## src/hdl/jtag_pkg.sv

```systemverilog
// JTAG TAP shared definitions
package jtag_pkg;

	////////////////////////////////////////
	// Widths
	////////////////////////////////////////

	// Instruction register length
	localparam int IR_W = 4;

	typedef logic [IR_W-1:0] ir_t;
	typedef logic [31:0]     idcode_t;

	////////////////////////////////////////
	// Instruction opcodes
	////////////////////////////////////////

	localparam ir_t OP_EXTEST         = 4'b0000;
	localparam ir_t OP_SAMPLE_PRELOAD = 4'b0001;
	localparam ir_t OP_IDCODE         = 4'b0010;
	localparam ir_t OP_DEBUG          = 4'b1000;
	localparam ir_t OP_MBIST          = 4'b1001;
	localparam ir_t OP_BYPASS         = 4'b1111;

	// Fixed pattern loaded in Capture-IR
	localparam ir_t IR_CAPTURE = 4'b0101;

	////////////////////////////////////////
	// TAP states
	////////////////////////////////////////

	// Binary encoding of the sixteen TAP states
	typedef enum logic [3:0] {
		ST_TLR       = 4'hF,
		ST_RTI       = 4'hC,
		ST_SEL_DR    = 4'h7,
		ST_CAP_DR    = 4'h6,
		ST_SHIFT_DR  = 4'h2,
		ST_EXIT1_DR  = 4'h1,
		ST_PAUSE_DR  = 4'h3,
		ST_EXIT2_DR  = 4'h0,
		ST_UPD_DR    = 4'h5,
		ST_SEL_IR    = 4'h4,
		ST_CAP_IR    = 4'hE,
		ST_SHIFT_IR  = 4'hA,
		ST_EXIT1_IR  = 4'h9,
		ST_PAUSE_IR  = 4'hB,
		ST_EXIT2_IR  = 4'h8,
		ST_UPD_IR    = 4'hD
	} tap_state_e;

	////////////////////////////////////////
	// Grouped signals
	////////////////////////////////////////

	// State strobes from the TAP FSM
	typedef struct packed {
		logic in_reset;
		logic run_test_idle;
		logic capture_dr;
		logic shift_dr;
		logic pause_dr;
		logic update_dr;
		logic capture_ir;
		logic shift_ir;
		logic update_ir;
	} tap_ctrl_t;

	// One-hot data register selects
	typedef struct packed {
		logic extest;
		logic sample_preload;
		logic idcode;
		logic mbist;
		logic debug;
		logic bypass;
	} dr_select_t;

	// Serial returns of the external chains
	typedef struct packed {
		logic bs_chain;
		logic mbist;
		logic debug;
	} chain_tdo_t;

endpackage
```

## src/hdl/jtag_tap_top.sv

```systemverilog
// JTAG TAP controller top
`timescale 1ns/1ps

module jtag_tap_top
#(
	parameter jtag_pkg::idcode_t IDCODE_VALUE = 32'h1A5C_0F3D
)
(
	input  logic                 dif,
	input  logic                 test_logic_reset,
	input  logic                 tms_i,
	input  logic                 tdi_i,
	input  jtag_pkg::chain_tdo_t chain_tdo_i,
	output logic                 tdo_o,
	output logic                 tdo_oe_o,
	output jtag_pkg::dr_select_t select_o,
	output logic                 logic_reset_o,
	output logic                 run_test_idle_o,
	output logic                 capture_dr_o,
	output logic                 shift_dr_o,
	output logic                 pause_dr_o,
	output logic                 update_dr_o
);

	// Strobes shared by the IR and the data path
	jtag_pkg::tap_ctrl_t ctrl;
	logic                ir_tdo;

	////////////////////////////////////////
	// Stages
	////////////////////////////////////////

	tap_fsm u_fsm
	(
		.dif              (dif),
		.test_logic_reset (test_logic_reset),
		.tms_i            (tms_i),
		.ctrl_o           (ctrl)
	);

	tap_instr_reg u_ir
	(
		.dif              (dif),
		.test_logic_reset (test_logic_reset),
		.tdi_i            (tdi_i),
		.ctrl_i           (ctrl),
		.ir_tdo_o         (ir_tdo),
		.select_o         (select_o)
	);

	tap_data_path #(
		.IDCODE_VALUE (IDCODE_VALUE)
	) u_dp
	(
		.dif              (dif),
		.test_logic_reset (test_logic_reset),
		.tdi_i            (tdi_i),
		.ctrl_i           (ctrl),
		.select_i         (select_o),
		.ir_tdo_i         (ir_tdo),
		.chain_tdo_i      (chain_tdo_i),
		.tdo_o            (tdo_o),
		.tdo_oe_o         (tdo_oe_o)
	);

	// Strobes visible at the boundary
	assign logic_reset_o   = ctrl.in_reset;
	assign run_test_idle_o = ctrl.run_test_idle;
	assign capture_dr_o    = ctrl.capture_dr;
	assign shift_dr_o      = ctrl.shift_dr;
	assign pause_dr_o      = ctrl.pause_dr;
	assign update_dr_o     = ctrl.update_dr;

endmodule

```

## src/hdl/tap_data_path.sv

```systemverilog
// TAP data registers and TDO
`timescale 1ns/1ps

module tap_data_path
#(
	parameter jtag_pkg::idcode_t IDCODE_VALUE = 32'h1A5C_0F3D
)
(
	input  logic                 dif,
	input  logic                 test_logic_reset,
	input  logic                 tdi_i,
	input  jtag_pkg::tap_ctrl_t  ctrl_i,
	input  jtag_pkg::dr_select_t select_i,
	input  logic                 ir_tdo_i,
	input  jtag_pkg::chain_tdo_t chain_tdo_i,
	output logic                 tdo_o,
	output logic                 tdo_oe_o
);

	jtag_pkg::idcode_t idcode_q;
	// Single bit bypass stage
	logic              bypass_q;
	// Combinational TDO source
	logic              tdo_mux;

	////////////////////////////////////////
	// IDCODE register
	////////////////////////////////////////

	// Reloaded in Test-Logic-Reset so the first read is valid
	always_ff @(posedge dif)
	begin
		if (test_logic_reset || ctrl_i.in_reset)
			idcode_q <= IDCODE_VALUE;
		else if (select_i.idcode && ctrl_i.capture_dr)
			idcode_q <= IDCODE_VALUE;
		else if (select_i.idcode && ctrl_i.shift_dr)
			idcode_q <= {tdi_i, idcode_q[31:1]};
	end

	////////////////////////////////////////
	// Bypass register
	////////////////////////////////////////

	always_ff @(posedge dif)
	begin
		if (test_logic_reset || ctrl_i.in_reset)
			bypass_q <= 1'b0;
		else if (select_i.bypass && ctrl_i.capture_dr)
			bypass_q <= 1'b0;
		else if (select_i.bypass && ctrl_i.shift_dr)
			bypass_q <= tdi_i;
	end

	////////////////////////////////////////
	// TDO multiplexer
	////////////////////////////////////////

	// IR takes priority during Shift-IR
	always_comb
	begin
		if (ctrl_i.shift_ir)
			tdo_mux = ir_tdo_i;
		else if (select_i.idcode)
			tdo_mux = idcode_q[0];
		else if (select_i.extest || select_i.sample_preload)
			// Both boundary scan opcodes share one chain
			tdo_mux = chain_tdo_i.bs_chain;
		else if (select_i.mbist)
			tdo_mux = chain_tdo_i.mbist;
		else if (select_i.debug)
			tdo_mux = chain_tdo_i.debug;
		else
			tdo_mux = bypass_q;
	end

	////////////////////////////////////////
	// Output registers
	////////////////////////////////////////

	// Pad outputs lag the producing state by one cycle
	always_ff @(posedge dif)
	begin
		if (test_logic_reset)
		begin
			tdo_o    <= 1'b0;
			tdo_oe_o <= 1'b0;
		end
		else
		begin
			tdo_o    <= tdo_mux;
			tdo_oe_o <= ctrl_i.shift_ir | ctrl_i.shift_dr;
		end
	end

endmodule

```

## src/hdl/tap_instr_reg.sv

```systemverilog
// TAP instruction register
`timescale 1ns/1ps

module tap_instr_reg
(
	input  logic                 dif,
	input  logic                 test_logic_reset,
	input  logic                 tdi_i,
	input  jtag_pkg::tap_ctrl_t  ctrl_i,
	output logic                 ir_tdo_o,
	output jtag_pkg::dr_select_t select_o
);

	// Shift stage and latched instruction
	jtag_pkg::ir_t ir_q;
	jtag_pkg::ir_t latched_q;

	////////////////////////////////////////
	// Shift register
	////////////////////////////////////////

	always_ff @(posedge dif)
	begin
		if (test_logic_reset || ctrl_i.in_reset)
			ir_q <= '0;
		else if (ctrl_i.capture_ir)
			ir_q <= jtag_pkg::IR_CAPTURE;
		else if (ctrl_i.shift_ir)
			// TDI enters at the MSB and the LSB leaves first
			ir_q <= {tdi_i, ir_q[jtag_pkg::IR_W-1:1]};
	end

	// Serial return toward the TDO mux
	assign ir_tdo_o = ir_q[0];

	////////////////////////////////////////
	// Latched instruction
	////////////////////////////////////////

	// IDCODE is the power-on instruction
	always_ff @(posedge dif)
	begin
		if (test_logic_reset || ctrl_i.in_reset)
			latched_q <= jtag_pkg::OP_IDCODE;
		else if (ctrl_i.update_ir)
			latched_q <= ir_q;
	end

	////////////////////////////////////////
	// Data register select
	////////////////////////////////////////

	// Exactly one select bit is set at any time
	always_comb
	begin
		select_o = '0;
		case (latched_q)
			jtag_pkg::OP_EXTEST:         select_o.extest         = 1'b1;
			jtag_pkg::OP_SAMPLE_PRELOAD: select_o.sample_preload = 1'b1;
			jtag_pkg::OP_IDCODE:         select_o.idcode         = 1'b1;
			jtag_pkg::OP_MBIST:          select_o.mbist          = 1'b1;
			jtag_pkg::OP_DEBUG:          select_o.debug          = 1'b1;
			jtag_pkg::OP_BYPASS:         select_o.bypass         = 1'b1;
			// Unassigned opcodes act as BYPASS
			default:                     select_o.bypass         = 1'b1;
		endcase
	end

endmodule

```

## src/hdl/tap_fsm.sv

```systemverilog
// TAP state machine
`timescale 1ns/1ps

module tap_fsm
(
	input  logic                dif,
	input  logic                test_logic_reset,
	input  logic                tms_i,
	output jtag_pkg::tap_ctrl_t ctrl_o
);

	// Current and next TAP state
	jtag_pkg::tap_state_e state_q;
	jtag_pkg::tap_state_e state_d;

	////////////////////////////////////////
	// State register
	////////////////////////////////////////

	always_ff @(posedge dif)
	begin
		if (test_logic_reset)
			state_q <= jtag_pkg::ST_TLR;
		else
			state_q <= state_d;
	end

	////////////////////////////////////////
	// Next state from TMS
	////////////////////////////////////////

	always_comb
	begin
		case (state_q)
			jtag_pkg::ST_TLR:
				state_d = tms_i ? jtag_pkg::ST_TLR : jtag_pkg::ST_RTI;
			jtag_pkg::ST_RTI:
				state_d = tms_i ? jtag_pkg::ST_SEL_DR : jtag_pkg::ST_RTI;
			// DR column
			jtag_pkg::ST_SEL_DR:
				state_d = tms_i ? jtag_pkg::ST_SEL_IR : jtag_pkg::ST_CAP_DR;
			jtag_pkg::ST_CAP_DR:
				state_d = tms_i ? jtag_pkg::ST_EXIT1_DR : jtag_pkg::ST_SHIFT_DR;
			jtag_pkg::ST_SHIFT_DR:
				state_d = tms_i ? jtag_pkg::ST_EXIT1_DR : jtag_pkg::ST_SHIFT_DR;
			jtag_pkg::ST_EXIT1_DR:
				state_d = tms_i ? jtag_pkg::ST_UPD_DR : jtag_pkg::ST_PAUSE_DR;
			jtag_pkg::ST_PAUSE_DR:
				state_d = tms_i ? jtag_pkg::ST_EXIT2_DR : jtag_pkg::ST_PAUSE_DR;
			jtag_pkg::ST_EXIT2_DR:
				state_d = tms_i ? jtag_pkg::ST_UPD_DR : jtag_pkg::ST_SHIFT_DR;
			jtag_pkg::ST_UPD_DR:
				state_d = tms_i ? jtag_pkg::ST_SEL_DR : jtag_pkg::ST_RTI;
			// IR column
			// TMS high in Select-IR leaves for Test-Logic-Reset
			jtag_pkg::ST_SEL_IR:
				state_d = tms_i ? jtag_pkg::ST_TLR : jtag_pkg::ST_CAP_IR;
			jtag_pkg::ST_CAP_IR:
				state_d = tms_i ? jtag_pkg::ST_EXIT1_IR : jtag_pkg::ST_SHIFT_IR;
			jtag_pkg::ST_SHIFT_IR:
				state_d = tms_i ? jtag_pkg::ST_EXIT1_IR : jtag_pkg::ST_SHIFT_IR;
			jtag_pkg::ST_EXIT1_IR:
				state_d = tms_i ? jtag_pkg::ST_UPD_IR : jtag_pkg::ST_PAUSE_IR;
			jtag_pkg::ST_PAUSE_IR:
				state_d = tms_i ? jtag_pkg::ST_EXIT2_IR : jtag_pkg::ST_PAUSE_IR;
			jtag_pkg::ST_EXIT2_IR:
				state_d = tms_i ? jtag_pkg::ST_UPD_IR : jtag_pkg::ST_SHIFT_IR;
			jtag_pkg::ST_UPD_IR:
				state_d = tms_i ? jtag_pkg::ST_SEL_DR : jtag_pkg::ST_RTI;
			// Any unknown code falls back to reset
			default:
				state_d = jtag_pkg::ST_TLR;
		endcase
	end

	////////////////////////////////////////
	// State strobes
	////////////////////////////////////////

	// Decoded from the current state in the same cycle
	always_comb
	begin
		ctrl_o               = '0;
		ctrl_o.in_reset      = (state_q == jtag_pkg::ST_TLR);
		ctrl_o.run_test_idle = (state_q == jtag_pkg::ST_RTI);
		ctrl_o.capture_dr    = (state_q == jtag_pkg::ST_CAP_DR);
		ctrl_o.shift_dr      = (state_q == jtag_pkg::ST_SHIFT_DR);
		ctrl_o.pause_dr      = (state_q == jtag_pkg::ST_PAUSE_DR);
		ctrl_o.update_dr     = (state_q == jtag_pkg::ST_UPD_DR);
		ctrl_o.capture_ir    = (state_q == jtag_pkg::ST_CAP_IR);
		ctrl_o.shift_ir      = (state_q == jtag_pkg::ST_SHIFT_IR);
		ctrl_o.update_ir     = (state_q == jtag_pkg::ST_UPD_IR);
	end

endmodule

```

## config.mk

```make
export PLATFORM = sky130hd
export DESIGN_NAME = jtag_tap_top
export DESIGN_NICKNAME = d
export VERILOG_FILES = /design/src/hdl/jtag_pkg.sv /design/src/hdl/jtag_tap_top.sv /design/src/hdl/tap_data_path.sv /design/src/hdl/tap_instr_reg.sv /design/src/hdl/tap_fsm.sv
export SDC_FILE = /design/constraint.sdc
export NUM_CORES = 1
export LEC_CHECK = 0
export BUFFER_PORTS_ARGS = -buffer_cell sky130_fd_sc_hd__buf_4
export CORE_ASPECT_RATIO = 1.2
export CORE_MARGIN = 2
export CORE_UTILIZATION = 50
export CTS_BUF_LIST = sky130_fd_sc_hd__clkbuf_4
export DETAILED_ROUTE_END_ITERATION = 10
export PLACE_DENSITY = 0.68
export REMOVE_ABC_BUFFERS = 1
export SLEW_MARGIN = 20
export SYNTH_ARGS = -nofsm -noshare
export SYNTH_HDL_FRONTEND = slang
export SYNTH_SLANG_ARGS = --single-unit
```

## constraint.sdc

```tcl
create_clock -name dif -period 3.9 [get_ports dif]
set_input_delay 0.195 -clock dif [delete_from_list [all_inputs] [get_ports dif]]
set_output_delay 0.195 -clock dif [all_outputs]
set_load 0.01 [all_outputs]
```

==> summary.md <==
| Metric | Value |
|---|---|
| Routed len/inst | 13.9 µm |
| Design Power | 0.898 mW |
| Final setup vio count | 0 |
| Fin Clk Skew | 0.00604 ns |
| CTS buffer count | 5 |
| Area leader, netlist | dfxtp_1 |
| CTS tree | built |
| WP buf/inv | 0 |
| Crit path DAT | 2.12 ns |
| Worst R2R Setup Slack | 2.00 ns |
| WP data required | 4.13 ns |
| Slew headroom | 0.577 |
| Vias in the first global route | 1374 |
| Ports | 21 |
| CP max FO | 16 |
| Ratio of cells with drive above 1 in the final layout | 0.151 |
| Synth area leaders | dfxtp_1 (50%), a22oi_1 (6.4%), nor2_1 (6.4%), o22ai_1 (5.3%), nand2_1 (5.2%) |
| Setup TNS | 0 ns |
| CTS-repair resized insts | 0 |
| Sequential area share after synthesis | 0.501 |
| Cells along the critical path | nor4b_2, nand2_1, o22ai_1, nand2_1 |
| Worst setup path class | flip-flop to flip-flop |
| Pre-antenna DRT Iters | 4 |
| Total track usage | 0.181 |
| Post-CTS Setup Inserts | 0 |
| Unrepaired setup endpoints after global routing | no |
| Initial Utilization | 0.521 |
| Clk Latency, worst-skew pair | 0.36 ns |
| DRC violations left | 0 |
| Syn_area_per_cell | 9.03 µm² |
| Stages on worst setup path | 4 |
| Leakage dissipation | 0.806 nW |
| Final HPWL DP | 2470 µm |
| Total die area | 4260 µm² |
| Startpoint Class | flip-flop |
| Largest net degree at the start of global routing | 25 |
| Status | completed |
| CTS sink count | 47 |
| Post-synth cell types | 38 |
| Top-area cell type share of the netlist area | 0.501 |
| Commonest cells after routing, fill and taps aside | dfxtp_1 (47), nor2_1 (31), nand2_1 (26) |
| Num rows | 24 |
| Clk pin slew, worst setup/hold paths | 0.13 ns |
| # port buffers | 20 |
| Power Dens Cells | 438 nW/µm² |
| Crit-path most repeated cell | nand2_1 |
| H-tree lvl count | 2 |
| Die width | 59.9 µm |
| Min-delay worst type | primary input to flip-flop |
| Worst r2r path cells | 4 |
| Vias per cell | 5.69 |
| Fin crit period | 1.90 ns |
| Antenna violations before repair | 0 |
| VDD IR-drop max | 0.000248 V |
| Most common cell after layout, fill and taps aside | dfxtp_1 |
| Final Hold Vio Count | 0 |
| Ant diodes | 0 |
| Initial DRC count | 103 |
| Chip Height | 71.1 µm |
| GRT overflow | 0 |
| Vias | 1468 |
| Crit share post-route | 0.487 |
| Worst path max stage delay | 0.51 ns |
| Cells after Synth | 208 |
| GPL Wtd Cong | 0.824 |
| Max-cap violations | 0 |
| Pin slew with the least headroom to its limit | 0.634 ns |
| Max Clk Rate | 527 MHz |
| First-pass GRT wire length | 5920 µm |
| Core ar. | 3600 µm² |
| CP endpoint kind | flip-flop |
| Cts hold-fix bufs | 0 |
| Fin. max-slew vios | 0 |
| Post-route ant nets | 0 |
| Synth Register Bits | 47 |
| Mapped Area | 1880 µm² |
| Slowest stage cell, crit path | dfxtp_1 |
| Total wire length after detailed routing | 3600 µm |
| Nets | 225 |
| Clock root cell | clkbuf_4 |
| Largest delay share family, worst path | simple AND/OR/NAND/NOR gates |
| Synth warnings | 0 |
| Hold Path Cell Cnt | 2 |
| Area grow syn2layout | 9.19% |
| Clk buf depth | 2 |
[worst paths after layout]
| kind | startpoint | end |
|---|---|---|
| max | u_fsm.state_q[3] | u_dp.idcode_q[20] |
| min | test_logic_reset | u_dp.tdo_oe_o |
| max reg2reg | u_fsm.state_q[3] | u_dp.idcode_q[20] |
| min reg2reg | u_dp.idcode_q[6] | u_dp.idcode_q[5] |
[per-layer routing]
layer,global-route usage,wire (µm),vias to the layer above
met5,0,0,-
met4,0.0938,95,0
met3,0.0457,137,10
met2,0.290,1720,33
met1,0.220,1650,665
li1,-,-,760
[where the power goes]
part | leakage, nW | total, mW | internal [mW] | switching (mW)
combinational | 0.383 | 0.104 | 0.0417 | 0.0626
clock | 0.0426 | 0.281 | 0.132 | 0.149
sequential | 0.381 | 0.513 | 0.491 | 0.0221
total | 0.806 | 0.898 | 0.664 | 0.234
[sequential cells by signal (all words and copies together), names as in the netlist]
name            flops
u_dp.bypass_q       1
u_dp.idcode_q      32
u_dp.tdo_o          1
u_dp.tdo_oe_o       1
u_fsm.state_q       4
u_ir.ir_q           4
u_ir.latched_q      4
[synth_stat cells]
library cell  count
a31oi_1           1
mux2i_1           6
buf_4             1
buf_6             4
nor2_1           32
inv_1             3
nand2b_1          2
a32oi_1           2
nor4b_4           1
a211oi_1          2
clkbuf_1          5
o211ai_1          1
nor3b_4           1
a211o_1           1
and2_1            2
buf_2             5
nor4_1            1
nor3_1           10
a21o_1            1
clkbuf_2          1
o22ai_1          16
o21ai_0           3
dfxtp_1          47
nor2b_1           1
or2_2             1
a22oi_1          16
o31ai_1           1
a311o_1           1
nor3b_1           1
buf_1             1
a21oi_1           5
nor4b_2           1
nand2_1          26
nand4b_1          1
and3_1            1
nand3_1           2
o21a_1            1
nand3b_2          1
[kinds of logic (layout without fill, tap and decap cells)]
logic type	count (synthesis)	after routing	share of synthesized area
and+or+nand+nor	84	84	0.220
DFF	47	47	0.501
buffers and inverters	20	31	0.0620
muxes	6	6	0.0320
AOI/OAI and AO/OA	51	51	0.185
[final cells by class]
class                           instances  area [µm²]
Multi-Input combinational cell        141         823
Inverter                                3        11.3
Clock buffer                            5        37.5
Sequential cell                        47         941
Tap cell                               39        48.8
Fill cell                             334        1550
Timing Repair Buffer                   20         150
Clock inverter                          3        38.8
[metrics by stage]
step	area (µm²)	util	instances	hold slack (ns)	worst slack, ns
after floorplan	1770	-	191	0.272	2.22
after global placement	1970	0.547	250	0.429	2.08
after detailed placement	1970	0.547	250	0.434	1.98
after CTS	2050	0.568	258	0.0395	1.98
after global routing	2050	0.569	258	0.0489	1.77
final	2050	0.569	258	0.0553	2.00
(Power assumes the default switching activity.)
